--- src/logic/des_pkg.sv ---
package des_pkg;

	localparam int block_width = 64;
	localparam int half_width = 32;
	localparam int subkey_width = 48;
	localparam int cd_width = 28;
	localparam int max_rounds = 16;

	// the same 64 bits seen as one word or as the two Feistel halves
	typedef union packed {
		logic [block_width-1:0] block;
		struct packed {
			logic [half_width-1:0] left;
			logic [half_width-1:0] right;
		} halves;
	} des_block_u;

	// table entries are one-based FIPS bit numbers where bit 1 is the msb
	// the first entry listed lands in the highest index
	localparam logic [block_width-1:0][6:0] ip_table = {
		7'd58, 7'd50, 7'd42, 7'd34, 7'd26, 7'd18, 7'd10, 7'd2,
		7'd60, 7'd52, 7'd44, 7'd36, 7'd28, 7'd20, 7'd12, 7'd4,
		7'd62, 7'd54, 7'd46, 7'd38, 7'd30, 7'd22, 7'd14, 7'd6,
		7'd64, 7'd56, 7'd48, 7'd40, 7'd32, 7'd24, 7'd16, 7'd8,
		7'd57, 7'd49, 7'd41, 7'd33, 7'd25, 7'd17, 7'd9, 7'd1,
		7'd59, 7'd51, 7'd43, 7'd35, 7'd27, 7'd19, 7'd11, 7'd3,
		7'd61, 7'd53, 7'd45, 7'd37, 7'd29, 7'd21, 7'd13, 7'd5,
		7'd63, 7'd55, 7'd47, 7'd39, 7'd31, 7'd23, 7'd15, 7'd7
	};

	localparam logic [block_width-1:0][6:0] fp_table = {
		7'd40, 7'd8, 7'd48, 7'd16, 7'd56, 7'd24, 7'd64, 7'd32,
		7'd39, 7'd7, 7'd47, 7'd15, 7'd55, 7'd23, 7'd63, 7'd31,
		7'd38, 7'd6, 7'd46, 7'd14, 7'd54, 7'd22, 7'd62, 7'd30,
		7'd37, 7'd5, 7'd45, 7'd13, 7'd53, 7'd21, 7'd61, 7'd29,
		7'd36, 7'd4, 7'd44, 7'd12, 7'd52, 7'd20, 7'd60, 7'd28,
		7'd35, 7'd3, 7'd43, 7'd11, 7'd51, 7'd19, 7'd59, 7'd27,
		7'd34, 7'd2, 7'd42, 7'd10, 7'd50, 7'd18, 7'd58, 7'd26,
		7'd33, 7'd1, 7'd41, 7'd9, 7'd49, 7'd17, 7'd57, 7'd25
	};

	localparam logic [subkey_width-1:0][6:0] e_table = {
		7'd32, 7'd1, 7'd2, 7'd3, 7'd4, 7'd5,
		7'd4, 7'd5, 7'd6, 7'd7, 7'd8, 7'd9,
		7'd8, 7'd9, 7'd10, 7'd11, 7'd12, 7'd13,
		7'd12, 7'd13, 7'd14, 7'd15, 7'd16, 7'd17,
		7'd16, 7'd17, 7'd18, 7'd19, 7'd20, 7'd21,
		7'd20, 7'd21, 7'd22, 7'd23, 7'd24, 7'd25,
		7'd24, 7'd25, 7'd26, 7'd27, 7'd28, 7'd29,
		7'd28, 7'd29, 7'd30, 7'd31, 7'd32, 7'd1
	};

	localparam logic [half_width-1:0][6:0] p_table = {
		7'd16, 7'd7, 7'd20, 7'd21, 7'd29, 7'd12, 7'd28, 7'd17,
		7'd1, 7'd15, 7'd23, 7'd26, 7'd5, 7'd18, 7'd31, 7'd10,
		7'd2, 7'd8, 7'd24, 7'd14, 7'd32, 7'd27, 7'd3, 7'd9,
		7'd19, 7'd13, 7'd30, 7'd6, 7'd22, 7'd11, 7'd4, 7'd25
	};

	// the parity bits 8, 16, ..., 64 are dropped here
	localparam logic [2*cd_width-1:0][6:0] pc1_table = {
		7'd57, 7'd49, 7'd41, 7'd33, 7'd25, 7'd17, 7'd9,
		7'd1, 7'd58, 7'd50, 7'd42, 7'd34, 7'd26, 7'd18,
		7'd10, 7'd2, 7'd59, 7'd51, 7'd43, 7'd35, 7'd27,
		7'd19, 7'd11, 7'd3, 7'd60, 7'd52, 7'd44, 7'd36,
		7'd63, 7'd55, 7'd47, 7'd39, 7'd31, 7'd23, 7'd15,
		7'd7, 7'd62, 7'd54, 7'd46, 7'd38, 7'd30, 7'd22,
		7'd14, 7'd6, 7'd61, 7'd53, 7'd45, 7'd37, 7'd29,
		7'd21, 7'd13, 7'd5, 7'd28, 7'd20, 7'd12, 7'd4
	};

	localparam logic [subkey_width-1:0][6:0] pc2_table = {
		7'd14, 7'd17, 7'd11, 7'd24, 7'd1, 7'd5,
		7'd3, 7'd28, 7'd15, 7'd6, 7'd21, 7'd10,
		7'd23, 7'd19, 7'd12, 7'd4, 7'd26, 7'd8,
		7'd16, 7'd7, 7'd27, 7'd20, 7'd13, 7'd2,
		7'd41, 7'd52, 7'd31, 7'd37, 7'd47, 7'd55,
		7'd30, 7'd40, 7'd51, 7'd45, 7'd33, 7'd48,
		7'd44, 7'd49, 7'd39, 7'd56, 7'd34, 7'd53,
		7'd46, 7'd42, 7'd50, 7'd36, 7'd29, 7'd32
	};

	localparam int shift_schedule [max_rounds] = '{
		1, 1, 2, 2, 2, 2, 2, 2, 1, 2, 2, 2, 2, 2, 2, 1
	};

	// each box is stored row after row, so the index is {row, column}
	localparam logic [3:0] sbox_table [8][64] = '{
		'{14, 4, 13, 1, 2, 15, 11, 8, 3, 10, 6, 12, 5, 9, 0, 7,
		  0, 15, 7, 4, 14, 2, 13, 1, 10, 6, 12, 11, 9, 5, 3, 8,
		  4, 1, 14, 8, 13, 6, 2, 11, 15, 12, 9, 7, 3, 10, 5, 0,
		  15, 12, 8, 2, 4, 9, 1, 7, 5, 11, 3, 14, 10, 0, 6, 13},
		'{15, 1, 8, 14, 6, 11, 3, 4, 9, 7, 2, 13, 12, 0, 5, 10,
		  3, 13, 4, 7, 15, 2, 8, 14, 12, 0, 1, 10, 6, 9, 11, 5,
		  0, 14, 7, 11, 10, 4, 13, 1, 5, 8, 12, 6, 9, 3, 2, 15,
		  13, 8, 10, 1, 3, 15, 4, 2, 11, 6, 7, 12, 0, 5, 14, 9},
		'{10, 0, 9, 14, 6, 3, 15, 5, 1, 13, 12, 7, 11, 4, 2, 8,
		  13, 7, 0, 9, 3, 4, 6, 10, 2, 8, 5, 14, 12, 11, 15, 1,
		  13, 6, 4, 9, 8, 15, 3, 0, 11, 1, 2, 12, 5, 10, 14, 7,
		  1, 10, 13, 0, 6, 9, 8, 7, 4, 15, 14, 3, 11, 5, 2, 12},
		'{7, 13, 14, 3, 0, 6, 9, 10, 1, 2, 8, 5, 11, 12, 4, 15,
		  13, 8, 11, 5, 6, 15, 0, 3, 4, 7, 2, 12, 1, 10, 14, 9,
		  10, 6, 9, 0, 12, 11, 7, 13, 15, 1, 3, 14, 5, 2, 8, 4,
		  3, 15, 0, 6, 10, 1, 13, 8, 9, 4, 5, 11, 12, 7, 2, 14},
		'{2, 12, 4, 1, 7, 10, 11, 6, 8, 5, 3, 15, 13, 0, 14, 9,
		  14, 11, 2, 12, 4, 7, 13, 1, 5, 0, 15, 10, 3, 9, 8, 6,
		  4, 2, 1, 11, 10, 13, 7, 8, 15, 9, 12, 5, 6, 3, 0, 14,
		  11, 8, 12, 7, 1, 14, 2, 13, 6, 15, 0, 9, 10, 4, 5, 3},
		'{12, 1, 10, 15, 9, 2, 6, 8, 0, 13, 3, 4, 14, 7, 5, 11,
		  10, 15, 4, 2, 7, 12, 9, 5, 6, 1, 13, 14, 0, 11, 3, 8,
		  9, 14, 15, 5, 2, 8, 12, 3, 7, 0, 4, 10, 1, 13, 11, 6,
		  4, 3, 2, 12, 9, 5, 15, 10, 11, 14, 1, 7, 6, 0, 8, 13},
		'{4, 11, 2, 14, 15, 0, 8, 13, 3, 12, 9, 7, 5, 10, 6, 1,
		  13, 0, 11, 7, 4, 9, 1, 10, 14, 3, 5, 12, 2, 15, 8, 6,
		  1, 4, 11, 13, 12, 3, 7, 14, 10, 15, 6, 8, 0, 5, 9, 2,
		  6, 11, 13, 8, 1, 4, 10, 7, 9, 5, 0, 15, 14, 2, 3, 12},
		'{13, 2, 8, 4, 6, 15, 11, 1, 10, 9, 3, 14, 5, 0, 12, 7,
		  1, 15, 13, 8, 10, 3, 7, 4, 12, 5, 6, 11, 0, 14, 9, 2,
		  7, 11, 4, 1, 9, 12, 14, 2, 0, 6, 10, 13, 15, 3, 5, 8,
		  2, 1, 14, 7, 4, 10, 8, 13, 15, 12, 9, 0, 3, 5, 6, 11}
	};

	// narrower tables and vectors arrive zero extended on the msb side,
	// so entry i of an n entry table sits at index n-1-i
	function automatic logic [block_width-1:0] permute(
		input logic [block_width-1:0] data,
		input int in_width,
		input logic [block_width-1:0][6:0] tbl,
		input int out_width
	);
		logic [block_width-1:0] result;
		result = '0;
		for (int i = 0; i < out_width; i++) begin
			result[out_width-1-i] = data[in_width - int'(tbl[out_width-1-i])];
		end
		return result;
	endfunction

	function automatic logic [half_width-1:0] sbox_lookup(input logic [subkey_width-1:0] x);
		logic [half_width-1:0] y;
		logic [5:0] chunk;
		for (int b = 0; b < 8; b++) begin
			chunk = x[subkey_width-1-6*b -: 6];
			// outer bits pick the row, inner four bits the column
			y[half_width-1-4*b -: 4] = sbox_table[b][{chunk[5], chunk[0], chunk[4:1]}];
		end
		return y;
	endfunction

endpackage

--- src/logic/des_input_stage.sv ---
`timescale 1ns/10ps

module des_input_stage (
	input  logic clock,
	input  logic rst,
	input  logic [des_pkg::block_width-1:0] plaintext,
	input  logic iv,
	output des_pkg::des_block_u state_block,
	output logic state_valid
);

	logic [des_pkg::block_width-1:0] input_reg;
	logic input_valid;
	des_pkg::des_block_u ip_block;

	// raw plaintext is captured first, ahead of the initial permutation
	always_ff @(posedge clock) begin
		if (rst) begin
			input_reg <= '0;
			input_valid <= 1'b0;
		end else begin
			input_reg <= plaintext;
			input_valid <= iv;
		end
	end

	assign ip_block.block = des_pkg::permute(input_reg, des_pkg::block_width,
		des_pkg::ip_table, des_pkg::block_width);

	always_ff @(posedge clock) begin
		if (rst) begin
			state_block.block <= '0;
			state_valid <= 1'b0;
		end else begin
			state_block <= ip_block;
			state_valid <= input_valid;
		end
	end

	a_plaintext_known: assert property (@(posedge clock) disable iff (rst)
		iv |-> !$isunknown(plaintext));

endmodule

--- config.mk ---
export PLATFORM = sky130hd
export DESIGN_NAME = des_input_stage
export DESIGN_NICKNAME = d
export VERILOG_FILES = /design/src/logic/des_pkg.sv /design/src/logic/des_input_stage.sv
export SDC_FILE = /design/constraint.sdc
export NUM_CORES = 1
export LEC_CHECK = 0
export BUFFER_PORTS_ARGS = -buffer_cell sky130_fd_sc_hd__buf_4
export CORE_MARGIN = 2
export CORE_UTILIZATION = 45
export DETAILED_ROUTE_END_ITERATION = 8
export PLACE_DENSITY = 0.74
export SETUP_SLACK_MARGIN = 0.5
export SYNTH_ARGS = -nofsm -noshare
export SYNTH_HDL_FRONTEND = slang
export SYNTH_SLANG_ARGS = --single-unit
--- constraint.sdc ---
create_clock -name clock -period 0.8 [get_ports clock]
set_input_delay 0.04 -clock clock [delete_from_list [all_inputs] [get_ports clock]]
set_output_delay 0.04 -clock clock [all_outputs]
set_load 0.03 [all_outputs]
==> results.md <==
* Netlist cell types at 4
* Largest net degree at the start of global routing at 36
* Pwr/cell area at 2560 nW/um^2
* Pre-CTS setup slack at 0.125 ns
* Largest family of logic cells by synthesized area: simple AND/OR/NAND/NOR gates
* Vias post-DR at 2185
* Crit-path leading delay family: flip-flops
* Failing checks: hold timing, setup timing
* Filler instances at 463
* Fmax at 0.991 GHz
* Period Utilization, post-route at 126%
* WHS Endpoint: input_valid$_SDFF_PP0_
* RSZ-0062 raised after global routing: yes
* Worst Reg-to-Reg Cells at 1
* Initial core utilization at 45.9%
* TritonCTS buffer count at 17
* Peak supply drop at 1.46 mV
* Flop2flop setup slack at 0.25 ns
* Worst stage delay on the critical path at 0.34 ns
* Leakage at 2.47 nW
* Logic pwr share at 8.2%
* Syn-to-layout area delta at 66.8%
* Power consumption at 14.9 mW
* Number of global-route vias before repair at 2156
* Hold_ws at -0.255 ns
* Setup bufs post-CTS at 0
* R2R Path Start: input_reg[20]$_SDFF_PP0_
* Max-slew headroom at 81.4%
* Root Buffer: clkbuf_8
* Buffers and inverters on the worst path at 1
* CTS tree: yes
* Cells after Synth at 274
* Synth top area cells: dfxtp_1, nor2b_1, buf_2, buf_4
* Clock Sinks at 130
* Gr usage total at 16.0%
* Htree depth at 4
* Drc violations at 0
* Antenna diodes at 0
* Top cell type's share of synthesized area at 74.6%
* Max Transition Viols Final at 0
* Crit path DAT at 0.97 ns
* Clock skew at 0.00876 ns
* Routed Antenna Nets at 0
* Status: finished with violations
* Startpoint types: register
* Sw Share at 21.3%
* Iteration-0 DRC Markers at 49
* Internal cell power at 11.7 mW
* Setup WS post-layout at -0.209 ns
* Yosys warning total at 0
* Detailed Route WL at 6.58 mm
* Most frequent cells in the layout: nor2b_1, buf_4, buf_6, dfxtp_4, dfxtp_1
* Syn nets at 341
* Mean area per synthesized cell at 12.7 um^2
* CP Class: register to output pin
* RePlAce Congestion at 0.665
* Mux cell area share after synthesis at 0%
* Clk pwr share at 46.5%
* Critical Path RT at 0.76 ns
* Hold Fails Final Rpt at 69
* Area taken by multi-input logic gates at 963 um^2
* FF/Latch Area at 2880 um^2
* Final #Nets at 481
* P_sw at 3.18 mW
* Post-synthesis compound-gate area fraction at 0%
* Worst Hold Path Cells at 2
* Highest-delay cell along the critical path: dfxtp_4
* Fin Setup TNS at -13.12 ns
* Setup crit end kind: output pin
* Rows at 32
* Layout cells sized above 1 at 63.7%
* Final worst path period need at 1.01 ns
* Post-synthesis instance area at 3490 um^2
* TritonRoute pass-1 iters at 4
* First-pass GRT wire length at 10.1 mm
* I/O pin total at 132
* Capture point of the worst reg-to-reg path: state_block[53]$_SDFF_PP0_
* Hold path startpoint: iv
* Sequential element share of the synthesized area at 74.6%
* Final setup fails at 65
* Crit path cell chain: buf_6
* Synth Area in Simple Gates at 23.3%
* Deepest clock path buffer count at 2
* Skew-Pair Late Insertion Delay at 0.50 ns
* Clock transition at path regs at 0.06 ns
* DIE WIDTH at 92.0 um
* Critical path peak fanout at 1
* Initial antenna violation count at 0
* FF+latch count, synth at 130
* Overflow after GRT at 0
* Via/cell ratio at 4.13
* Core ar. at 7610 um^2
* Hpwl dp at 4.19 mm
* Actual slew at the worst max-slew pin at 0.280 ns
* Routed wire per std cell at 12.4 um
* Die footprint at 8470 um^2
* Part of the power in registers at 45.4%
* Hold WC Path Type: input pin to register
* Adder-Cell Fraction of Synth Area at 0%
* Most common cell after layout, fill and taps aside: nor2b_1
* Max-cap violations at 0
* Placement Cell Area at 4850 um^2
* Post-route cell area at 5820 um^2
* XOR/XNOR share of the synthesized area at 0%
* Number of port buffers at 131
* Die Ht at 92.0 um
* Top cell type by total area after synthesis: dfxtp_1
## cell families (layout without fill, tap and decap cells)
kind of cell / Yosys count / count (layout)
buf+inv: 14 / 167
simple gates: 130 / 130
flops: 130 / 130
## how the worst max path moves through the flow
stage | from | endpoint | slack [ns] | cells after the start
2_1_floorplan | rst | state_block[25]$_SDFF_PP0_ | 0.31 | 3
6_report | state_block[39]$_SDFF_PP0_ | state_block[39] | -0.21 | 1
4_1_cts | state_block[58]$_SDFF_PP0_ | state_block[58] | -0.24 | 1
3_5_place_dp | rst | state_block[53]$_SDFF_PP0_ | 0.12 | 3
5_1_grt | state_block[20]$_SDFF_PP0_ | state_block[20] | -0.25 | 1
3_3_place_gp | rst | input_reg[38]$_SDFF_PP0_ | 0.15 | 3
## cell type report
class | count | area share (%)
Sequential cell | 130 | 49.4
Timing Repair Buffer | 135 | 22.5
Multi-Input combinational cell | 130 | 16.6
Clock buffer | 21 | 7.38
Tap cell | 102 | 2.19
Clock inverter | 11 | 1.96
## power by group through the flow
stage | Combinational [mW] | Sequential [mW] | Clock (mW)
after floorplan | 0.331 | 7.13 | 0
after global placement | 1.05 | 6.85 | 0
after detailed placement | 1.07 | 6.87 | 0
after CTS | 1.17 | 6.76 | 7.10
after global routing | 1.30 | 6.80 | 7.40
final | 1.22 | 6.77 | 6.93
## synth_stat cells
cell type,n
dfxtp_1,130
buf_4,1
nor2b_1,130
buf_2,13
## metrics by stage
stage | instances | hold WS, ns | utilization (%)
2_1_floorplan | 274 | 0.168 | -
3_3_place_gp | 497 | 0.250 | 63.7
3_5_place_dp | 497 | 0.254 | 63.7
4_1_cts | 529 | -0.279 | 74.4
5_1_grt | 529 | -0.277 | 76.5
6_report | 529 | -0.255 | 76.5
## per-layer routing
metal / track usage (%) / part of all wire [%] / vias up
met5: 0 / 0 / -
met4: 9.33 / 2.2 / 0
met3: 7.23 / 7.0 / 12
met2: 27.3 / 53 / 85
met1: 16.0 / 38 / 984
li1: - / - / 1104
## timing repair
item / 4_1_cts / 5_1_grt
gates resized for setup: 73 / 51
endpoints found under the hold margin: 69 / 69
endpoints found under the setup margin: 130 / 130
cloned: 0 / 0
Note: power is estimated with default switching activity, not from simulation.
