--- src/logic/des_pkg.sv ---
package des_pkg;

	localparam int block_width = 64;
	localparam int half_width = 32;
	localparam int subkey_width = 48;
	localparam int cd_width = 28;
	localparam int max_rounds = 16;

	// the same 64 bits seen as one word or as the two Feistel halves
	typedef union packed {
		logic [block_width-1:0] block;
		struct packed {
			logic [half_width-1:0] left;
			logic [half_width-1:0] right;
		} halves;
	} des_block_u;

	// table entries are one-based FIPS bit numbers where bit 1 is the msb
	// the first entry listed lands in the highest index
	localparam logic [block_width-1:0][6:0] ip_table = {
		7'd58, 7'd50, 7'd42, 7'd34, 7'd26, 7'd18, 7'd10, 7'd2,
		7'd60, 7'd52, 7'd44, 7'd36, 7'd28, 7'd20, 7'd12, 7'd4,
		7'd62, 7'd54, 7'd46, 7'd38, 7'd30, 7'd22, 7'd14, 7'd6,
		7'd64, 7'd56, 7'd48, 7'd40, 7'd32, 7'd24, 7'd16, 7'd8,
		7'd57, 7'd49, 7'd41, 7'd33, 7'd25, 7'd17, 7'd9, 7'd1,
		7'd59, 7'd51, 7'd43, 7'd35, 7'd27, 7'd19, 7'd11, 7'd3,
		7'd61, 7'd53, 7'd45, 7'd37, 7'd29, 7'd21, 7'd13, 7'd5,
		7'd63, 7'd55, 7'd47, 7'd39, 7'd31, 7'd23, 7'd15, 7'd7
	};

	localparam logic [block_width-1:0][6:0] fp_table = {
		7'd40, 7'd8, 7'd48, 7'd16, 7'd56, 7'd24, 7'd64, 7'd32,
		7'd39, 7'd7, 7'd47, 7'd15, 7'd55, 7'd23, 7'd63, 7'd31,
		7'd38, 7'd6, 7'd46, 7'd14, 7'd54, 7'd22, 7'd62, 7'd30,
		7'd37, 7'd5, 7'd45, 7'd13, 7'd53, 7'd21, 7'd61, 7'd29,
		7'd36, 7'd4, 7'd44, 7'd12, 7'd52, 7'd20, 7'd60, 7'd28,
		7'd35, 7'd3, 7'd43, 7'd11, 7'd51, 7'd19, 7'd59, 7'd27,
		7'd34, 7'd2, 7'd42, 7'd10, 7'd50, 7'd18, 7'd58, 7'd26,
		7'd33, 7'd1, 7'd41, 7'd9, 7'd49, 7'd17, 7'd57, 7'd25
	};

	localparam logic [subkey_width-1:0][6:0] e_table = {
		7'd32, 7'd1, 7'd2, 7'd3, 7'd4, 7'd5,
		7'd4, 7'd5, 7'd6, 7'd7, 7'd8, 7'd9,
		7'd8, 7'd9, 7'd10, 7'd11, 7'd12, 7'd13,
		7'd12, 7'd13, 7'd14, 7'd15, 7'd16, 7'd17,
		7'd16, 7'd17, 7'd18, 7'd19, 7'd20, 7'd21,
		7'd20, 7'd21, 7'd22, 7'd23, 7'd24, 7'd25,
		7'd24, 7'd25, 7'd26, 7'd27, 7'd28, 7'd29,
		7'd28, 7'd29, 7'd30, 7'd31, 7'd32, 7'd1
	};

	localparam logic [half_width-1:0][6:0] p_table = {
		7'd16, 7'd7, 7'd20, 7'd21, 7'd29, 7'd12, 7'd28, 7'd17,
		7'd1, 7'd15, 7'd23, 7'd26, 7'd5, 7'd18, 7'd31, 7'd10,
		7'd2, 7'd8, 7'd24, 7'd14, 7'd32, 7'd27, 7'd3, 7'd9,
		7'd19, 7'd13, 7'd30, 7'd6, 7'd22, 7'd11, 7'd4, 7'd25
	};

	// the parity bits 8, 16, ..., 64 are dropped here
	localparam logic [2*cd_width-1:0][6:0] pc1_table = {
		7'd57, 7'd49, 7'd41, 7'd33, 7'd25, 7'd17, 7'd9,
		7'd1, 7'd58, 7'd50, 7'd42, 7'd34, 7'd26, 7'd18,
		7'd10, 7'd2, 7'd59, 7'd51, 7'd43, 7'd35, 7'd27,
		7'd19, 7'd11, 7'd3, 7'd60, 7'd52, 7'd44, 7'd36,
		7'd63, 7'd55, 7'd47, 7'd39, 7'd31, 7'd23, 7'd15,
		7'd7, 7'd62, 7'd54, 7'd46, 7'd38, 7'd30, 7'd22,
		7'd14, 7'd6, 7'd61, 7'd53, 7'd45, 7'd37, 7'd29,
		7'd21, 7'd13, 7'd5, 7'd28, 7'd20, 7'd12, 7'd4
	};

	localparam logic [subkey_width-1:0][6:0] pc2_table = {
		7'd14, 7'd17, 7'd11, 7'd24, 7'd1, 7'd5,
		7'd3, 7'd28, 7'd15, 7'd6, 7'd21, 7'd10,
		7'd23, 7'd19, 7'd12, 7'd4, 7'd26, 7'd8,
		7'd16, 7'd7, 7'd27, 7'd20, 7'd13, 7'd2,
		7'd41, 7'd52, 7'd31, 7'd37, 7'd47, 7'd55,
		7'd30, 7'd40, 7'd51, 7'd45, 7'd33, 7'd48,
		7'd44, 7'd49, 7'd39, 7'd56, 7'd34, 7'd53,
		7'd46, 7'd42, 7'd50, 7'd36, 7'd29, 7'd32
	};

	localparam int shift_schedule [max_rounds] = '{
		1, 1, 2, 2, 2, 2, 2, 2, 1, 2, 2, 2, 2, 2, 2, 1
	};

	// each box is stored row after row, so the index is {row, column}
	localparam logic [3:0] sbox_table [8][64] = '{
		'{14, 4, 13, 1, 2, 15, 11, 8, 3, 10, 6, 12, 5, 9, 0, 7,
		  0, 15, 7, 4, 14, 2, 13, 1, 10, 6, 12, 11, 9, 5, 3, 8,
		  4, 1, 14, 8, 13, 6, 2, 11, 15, 12, 9, 7, 3, 10, 5, 0,
		  15, 12, 8, 2, 4, 9, 1, 7, 5, 11, 3, 14, 10, 0, 6, 13},
		'{15, 1, 8, 14, 6, 11, 3, 4, 9, 7, 2, 13, 12, 0, 5, 10,
		  3, 13, 4, 7, 15, 2, 8, 14, 12, 0, 1, 10, 6, 9, 11, 5,
		  0, 14, 7, 11, 10, 4, 13, 1, 5, 8, 12, 6, 9, 3, 2, 15,
		  13, 8, 10, 1, 3, 15, 4, 2, 11, 6, 7, 12, 0, 5, 14, 9},
		'{10, 0, 9, 14, 6, 3, 15, 5, 1, 13, 12, 7, 11, 4, 2, 8,
		  13, 7, 0, 9, 3, 4, 6, 10, 2, 8, 5, 14, 12, 11, 15, 1,
		  13, 6, 4, 9, 8, 15, 3, 0, 11, 1, 2, 12, 5, 10, 14, 7,
		  1, 10, 13, 0, 6, 9, 8, 7, 4, 15, 14, 3, 11, 5, 2, 12},
		'{7, 13, 14, 3, 0, 6, 9, 10, 1, 2, 8, 5, 11, 12, 4, 15,
		  13, 8, 11, 5, 6, 15, 0, 3, 4, 7, 2, 12, 1, 10, 14, 9,
		  10, 6, 9, 0, 12, 11, 7, 13, 15, 1, 3, 14, 5, 2, 8, 4,
		  3, 15, 0, 6, 10, 1, 13, 8, 9, 4, 5, 11, 12, 7, 2, 14},
		'{2, 12, 4, 1, 7, 10, 11, 6, 8, 5, 3, 15, 13, 0, 14, 9,
		  14, 11, 2, 12, 4, 7, 13, 1, 5, 0, 15, 10, 3, 9, 8, 6,
		  4, 2, 1, 11, 10, 13, 7, 8, 15, 9, 12, 5, 6, 3, 0, 14,
		  11, 8, 12, 7, 1, 14, 2, 13, 6, 15, 0, 9, 10, 4, 5, 3},
		'{12, 1, 10, 15, 9, 2, 6, 8, 0, 13, 3, 4, 14, 7, 5, 11,
		  10, 15, 4, 2, 7, 12, 9, 5, 6, 1, 13, 14, 0, 11, 3, 8,
		  9, 14, 15, 5, 2, 8, 12, 3, 7, 0, 4, 10, 1, 13, 11, 6,
		  4, 3, 2, 12, 9, 5, 15, 10, 11, 14, 1, 7, 6, 0, 8, 13},
		'{4, 11, 2, 14, 15, 0, 8, 13, 3, 12, 9, 7, 5, 10, 6, 1,
		  13, 0, 11, 7, 4, 9, 1, 10, 14, 3, 5, 12, 2, 15, 8, 6,
		  1, 4, 11, 13, 12, 3, 7, 14, 10, 15, 6, 8, 0, 5, 9, 2,
		  6, 11, 13, 8, 1, 4, 10, 7, 9, 5, 0, 15, 14, 2, 3, 12},
		'{13, 2, 8, 4, 6, 15, 11, 1, 10, 9, 3, 14, 5, 0, 12, 7,
		  1, 15, 13, 8, 10, 3, 7, 4, 12, 5, 6, 11, 0, 14, 9, 2,
		  7, 11, 4, 1, 9, 12, 14, 2, 0, 6, 10, 13, 15, 3, 5, 8,
		  2, 1, 14, 7, 4, 10, 8, 13, 15, 12, 9, 0, 3, 5, 6, 11}
	};

	// narrower tables and vectors arrive zero extended on the msb side,
	// so entry i of an n entry table sits at index n-1-i
	function automatic logic [block_width-1:0] permute(
		input logic [block_width-1:0] data,
		input int in_width,
		input logic [block_width-1:0][6:0] tbl,
		input int out_width
	);
		logic [block_width-1:0] result;
		result = '0;
		for (int i = 0; i < out_width; i++) begin
			result[out_width-1-i] = data[in_width - int'(tbl[out_width-1-i])];
		end
		return result;
	endfunction

	function automatic logic [half_width-1:0] sbox_lookup(input logic [subkey_width-1:0] x);
		logic [half_width-1:0] y;
		logic [5:0] chunk;
		for (int b = 0; b < 8; b++) begin
			chunk = x[subkey_width-1-6*b -: 6];
			// outer bits pick the row, inner four bits the column
			y[half_width-1-4*b -: 4] = sbox_table[b][{chunk[5], chunk[0], chunk[4:1]}];
		end
		return y;
	endfunction

endpackage

--- src/logic/des_output_stage.sv ---
`timescale 1ns/10ps

module des_output_stage (
	input  logic clock,
	input  logic rst,
	input  des_pkg::des_block_u preoutput_block,
	input  logic preoutput_valid,
	output logic [des_pkg::block_width-1:0] ciphertext,
	output logic ov
);

	logic [des_pkg::block_width-1:0] swapped;
	logic [des_pkg::block_width-1:0] final_block;

	// the last round is undone by swapping the halves back to R16 || L16
	assign swapped = {preoutput_block.halves.right, preoutput_block.halves.left};
	assign final_block = des_pkg::permute(swapped, des_pkg::block_width,
		des_pkg::fp_table, des_pkg::block_width);

	always_ff @(posedge clock) begin
		if (rst) begin
			ciphertext <= '0;
			ov <= 1'b0;
		end else begin
			ciphertext <= final_block;
			ov <= preoutput_valid;
		end
	end

	a_ov_known: assert property (@(posedge clock) disable iff (rst) !$isunknown(ov));

endmodule

--- config.mk ---
export PLATFORM = sky130hd
export DESIGN_NAME = des_output_stage
export DESIGN_NICKNAME = d
export VERILOG_FILES = /design/src/logic/des_pkg.sv /design/src/logic/des_output_stage.sv
export SDC_FILE = /design/constraint.sdc
export NUM_CORES = 1
export LEC_CHECK = 0
export ABC_AREA = 0
export BUFFER_PORTS_ARGS = -buffer_cell sky130_fd_sc_hd__buf_2
export CORE_ASPECT_RATIO = 0.7
export CORE_MARGIN = 3
export CORE_UTILIZATION = 43
export DETAILED_ROUTE_END_ITERATION = 6
export MAX_ROUTING_LAYER = met4
export PLACE_DENSITY = 0.84
export SYNTH_ARGS = -nofsm -noshare
export SYNTH_HDL_FRONTEND = slang
export SYNTH_SLANG_ARGS = --single-unit
--- constraint.sdc ---
create_clock -name clock -period 0.9 [get_ports clock]
set_input_delay 0.18 -clock clock [delete_from_list [all_inputs] [get_ports clock]]
set_output_delay 0.18 -clock clock [all_outputs]
set_load 0.05 [all_outputs]
==> results of run 1 <==
## state kept, by name (all words and copies together) (netlist names)
name / count
ciphertext: 64
ov: 1
## cell type report
class,count,area [sq um]
Tap cell,52,65.1
Timing Repair Buffer,133,1300
Clock inverter,5,32.5
Fill cell,211,644
Multi-Input combinational cell,65,482
Sequential cell,65,1380
Clock buffer,10,138
## metal layers
layer | global-route usage, % | wire length, microns
met1 | 21.0 | 1930
met3 | 10.7 | 618
met2 | 35.2 | 2600
met5 | - | 0
met4 | 8.80 | 57
## metrics by stage
step / TNS [ps] / area (sq um) / power (mW) / hold WS (ps) / utilization (%)
2_1_floorplan: 0 / 1860 / 3.87 / 308 / -
3_3_place_gp: 0 / 2540 / 4.15 / 387 / 62.9
3_5_place_dp: 0 / 2540 / 4.17 / 391 / 62.9
4_1_cts: -6200 / 3340 / 6.58 / 41.4 / 82.7
5_1_grt: -7840 / 3400 / 6.86 / 41.7 / 84.1
6_report: -5530 / 3400 / 6.60 / 52.3 / 84.1
## cell usage after synthesis
cell     number
buf_6         6
dfxtp_1      65
buf_2         1
nor2b_1      35
nor2b_2      30
## cells by family (layout without fill, tap and decap cells)
group                  Yosys count  in the layout  share of synthesized area, %
buffers and inverters            7            148                          3.91
AND/OR/NAND/NOR                 65             65                          26.0
flip-flops                      65             65                          70.1
## report_power, final
part           internal (mW)  total, mW  switching (mW)
combinational          0.589       1.33           0.742
sequential              3.07       3.17           0.102
clock                   1.05       2.10            1.06
## worst min path at each step
stage	from	end	slack, ps	depth (start not counted)
6_report	preoutput_block[43]	ciphertext[35]	50	2
5_1_grt	preoutput_block[43]	ciphertext[35]	40	2
4_1_cts	preoutput_block[55]	ciphertext[5]	40	2
3_5_place_dp	preoutput_block[8]	ciphertext[58]	390	2
3_3_place_gp	preoutput_block[24]	ciphertext[62]	390	2
2_1_floorplan	preoutput_block[22]	ciphertext[12]	310	1
## repair_timing
action                     in CTS  in global routing
buffers inserted                0                  0
gates resized for setup       232                 15
setup endpoints to repair      65                 65
==> flow_summary.yaml, run 1 <==
power:
  peakVddDrop_mv: 1.55
  power.density_mw_per_mm2: 1940
  p_leak_nw: 1.55
critical_path:
  cp-start-kind: "flip-flop"
  crit_fanout: 1
  cp.depth: 1
  cp-startpoint: "ciphertext[32]"
  worstPathCellList: "buf_8"
  crit_type: "flip-flop to output pin"
  arrival_ps: 830
  crit_family: "flip-flops"
  endpoint: "ciphertext[32]"
  cpMaxStageDelayCell: "dfxtp_2"
  end_kind: "output pin"
  cp_slowest_stage_delay_ps: 350
  required_ps: 720
  cp_num_buf_inv: 1
finish:
  layout_commonest_cell: "buf_2"
  nets: 341
  fin_cells: 330
  final_cell_mix: "66 x buf_2, 65 x dfxtp_2, 52 x buf_8"
  diodes: 0
  drive_above_1_share_pct: 87.4
  synthToLayoutAreaGrowth_pct: 83.1
logic_synthesis:
  yosysSeqAreaShare_pct: 70.1
  syn_area_sq_mm: 0.00186
  synthDistinctLibCells: 5
  postSynthAreaPerCell_sq_um: 13.5
  syn_inst: 137
  yosysTopAreaCell: "dfxtp_1"
  synthTopCellsByArea: "dfxtp_1 70%, nor2b_2 14%, nor2b_1 12%"
  yosys.area.top_type_share_pct: 70.1
  ys_ff_latch: 65
  yosys_warnings: 0
  syn_nets: 204
timing:
  tightest_slew_ps: 186
  rsz0062_at_grt: "yes"
  max_freq_mhz: 991
  finalCritPeriodShare_pct: 112
  fin_crit_ps: 1010
  worst_slack_ps: -109
  drv_slew: 0
  setup_viol: 65
  relSlewSlack_pct: 87.6
  hold_viol_final: 0
status:
  run_status: "finished with violations"
  violations: "setup timing"
clocking:
  cts_made_buffers: 9
  path_clk_slew_ps: 70
  postCtsHoldBufs: 0
  clock_sinks: 65
  clock-root-buffer: "clkbuf_8"
  cts_buffer_depth: 2
  cts_max_level: 3
  cts_tree: "yes"
floorplan:
  initial_core_util_pct: 45.9
  ioPinCount: 132
  core_sq_mm: 0.00404
  die_y_microns: 61.0
  rows: 19
  die-area_sq_mm: 0.00515
  die_w_microns: 84.5
route:
  avgViaCountPerCell: 4.25
  antenna_left: 0
  wl_mm: 5.20
  via_count: 1402
  first_pass_iters: 2
  wire_per_inst_microns: 15.8
  drt-initial-drc-count: 40
  drc_errors: 0
placement:
  dp_cells: 315
  gp_congestion: 0.738
  portBuffers: 131
  post-place-ws_ps: 151
  dpl.hpwl_mm: 3.03
grt:
  grt_pass1_vias: 1504
  grt_pass1_wl_mm: 7.58
  grt_overflow: 0
  grt_antenna_before_repair: 0
  grt_max_degree: 36
  track_usage_pct: 20.9
hold_path:
  worstHoldPathType: "primary input to flip-flop"
run:
  cap_violations: 0
(Power assumes the default switching activity.)
==> run 2: changes to the inputs <==
Settings changed: ABC_AREA 0 to 1.
==> flow_summary.yaml, run 2 <==
status:
  run_status: "finished with violations"
  violations: "setup timing"
grt:
  grt_pass1_vias: 1747
  grt_antenna_before_repair: 0
  track_usage_pct: 22.3
  grt_max_degree: 36
  grt_overflow: 0
  grt_pass1_wl_mm: 8.33
critical_path:
  crit_type: "flip-flop to output pin"
  cp_slowest_stage_delay_ps: 360
  cp_num_buf_inv: 1
  cp-start-kind: "flip-flop"
  required_ps: 720
  cp-startpoint: "ciphertext[15]"
  cp.depth: 1
  crit_fanout: 1
  end_kind: "output pin"
  endpoint: "ciphertext[15]"
  arrival_ps: 830
  crit_family: "flip-flops"
  cpMaxStageDelayCell: "dfxtp_2"
  worstPathCellList: "buf_8"
timing:
  worst_slack_ps: -108
  max_freq_mhz: 992
  finalCritPeriodShare_pct: 112
  drv_slew: 0
  setup_viol: 65
  relSlewSlack_pct: 89.7
  rsz0062_at_grt: "yes"
  hold_viol_final: 0
  tightest_slew_ps: 154
  fin_crit_ps: 1010
finish:
  top_register: "ciphertext"
  layout_commonest_cell: "buf_2"
  final_cell_mix: "66 x buf_2, 65 x inv_1, 65 x nor2_1, 65 x dfxtp_2, 53 x buf_8"
  largestRegisters: "ciphertext: 64 flops, ov: 1 flops"
  finalInstanceArea_sq_mm: 0.00343
  final_core_util_pct: 84.9
  diodes: 0
  synthToLayoutAreaGrowth_pct: 84.3
  drive_above_1_share_pct: 61.8
  nets: 406
  largest_register_ffs: 64
route:
  avgViaCountPerCell: 4.22
  first_pass_iters: 4
  wire_per_inst_microns: 14.9
  drc_errors: 0
  via_count: 1665
  antenna_left: 0
  drt-initial-drc-count: 45
  wl_mm: 5.87
clocking:
  cts_tree: "yes"
  cts_max_level: 3
  clock-root-buffer: "clkbuf_8"
  cts_buffer_depth: 2
  post_cts_buffers: 0
  clock_sinks: 65
  path_clk_slew_ps: 70
  postCtsHoldBufs: 0
  cts_made_buffers: 9
logic_synthesis:
  yosysSeqAreaShare_pct: 69.9
  synth_edf_count: 0
  synth_simple_gate_area_share_pct: 13.1
  yosys_warnings: 0
  yosys.area.top_type_share_pct: 69.9
  synthAdderAreaFrac_pct: 0
  synthTopCellsByArea: "dfxtp_1 70%, inv_1 13%, nor2_1 13%"
  ys.flop_type: "dfxtp_1"
  synthDistinctLibCells: 5
  postSynthAreaPerCell_sq_um: 9.22
  syn_area_sq_mm: 0.00186
  synth_common_cells: "65 x dfxtp_1, 65 x inv_1, 65 x nor2_1, 6 x buf_6, 1 x buf_2"
  synth-xor-area-share_pct: 0
  ys_ff_latch: 65
  muxShareOfSynthArea_pct: 0
  synth_top_family_by_area: "buffers and inverters"
  yosysTopAreaCell: "dfxtp_1"
  synth-compound-area-share_pct: 0
  synthArstFlopShare_pct: 0
  syn_nets: 269
  syn_inst: 202
floorplan:
  die_w_microns: 84.6
  rows: 19
  die_y_microns: 61.1
  ioPinCount: 132
  die-area_sq_mm: 0.00517
  initial_core_util_pct: 46.1
  core_sq_mm: 0.00404
run:
  cap_violations: 0
power:
  peakVddDrop_mv: 1.55
  power_mw: 6.94
  power.density_mw_per_mm2: 2020
  p_leak_nw: 1.87
placement:
  portBuffers: 131
  gp_congestion: 0.797
  dpl.hpwl_mm: 3.23
  place_area_sq_mm: 0.00255
hold_path:
  worstHoldPathType: "primary input to flip-flop"
run 2: final cells by class:
cell class / count / area [sq um]
well taps: 52 / 65.1
multi-input cells: 65 / 244
clock inverters: 3 / 40.0
flip-flops and latches: 65 / 1380
clock buffers: 12 / 155
inverters: 65 / 244
repair buffers: 133 / 1300
fillers: 212 / 609
run 2: metal layers:
metal | GRT usage, % | share of wire [%] | up-vias
met2 | 40.0 | 53 | 98
met4 | 6.32 | 1.1 | 0
met3 | 12.3 | 9.4 | 8
met1 | 21.2 | 36 | 747
met5 | - | 0 | -
li1 | - | - | 812
run 2: through the flow:
stage	std cells	worst slack, ps	TNS (ps)	hold WS, ps
floorplan	202	133	0	287
global placement	380	156	0	378
detailed placement	380	145	0	385
CTS	395	-106	-5830	32.9
global route	395	-150	-7580	36.2
finish	395	-108	-4730	54.4
run 2: worst min path at each step:
stage | to | startpoint | depth (start not counted) | slack [ps]
2_1_floorplan | ciphertext[0] | preoutput_block[7] | 2 | 290
3_3_place_gp | ciphertext[59] | preoutput_block[40] | 3 | 380
3_5_place_dp | ciphertext[0] | preoutput_block[7] | 3 | 380
4_1_cts | ciphertext[0] | preoutput_block[7] | 3 | 30
5_1_grt | ciphertext[14] | preoutput_block[30] | 3 | 40
6_report | ciphertext[47] | preoutput_block[58] | 3 | 50
run 2: cells by family after synthesis:
family | Yosys count
buf+inv | 72
flops | 65
simple gates | 65
run 2: report_power, final:
group	total (mW)	leakage (nW)	switching (mW)	internal, mW
clock	2.42	0.102	1.02	1.41
combinational	1.34	1.21	0.791	0.553
sequential	3.17	0.559	0.102	3.07
run 2: what timing repair did:
item,in CTS,in global routing
setup endpoints to repair,65,65
resized for setup,235,13
cloned,0,0
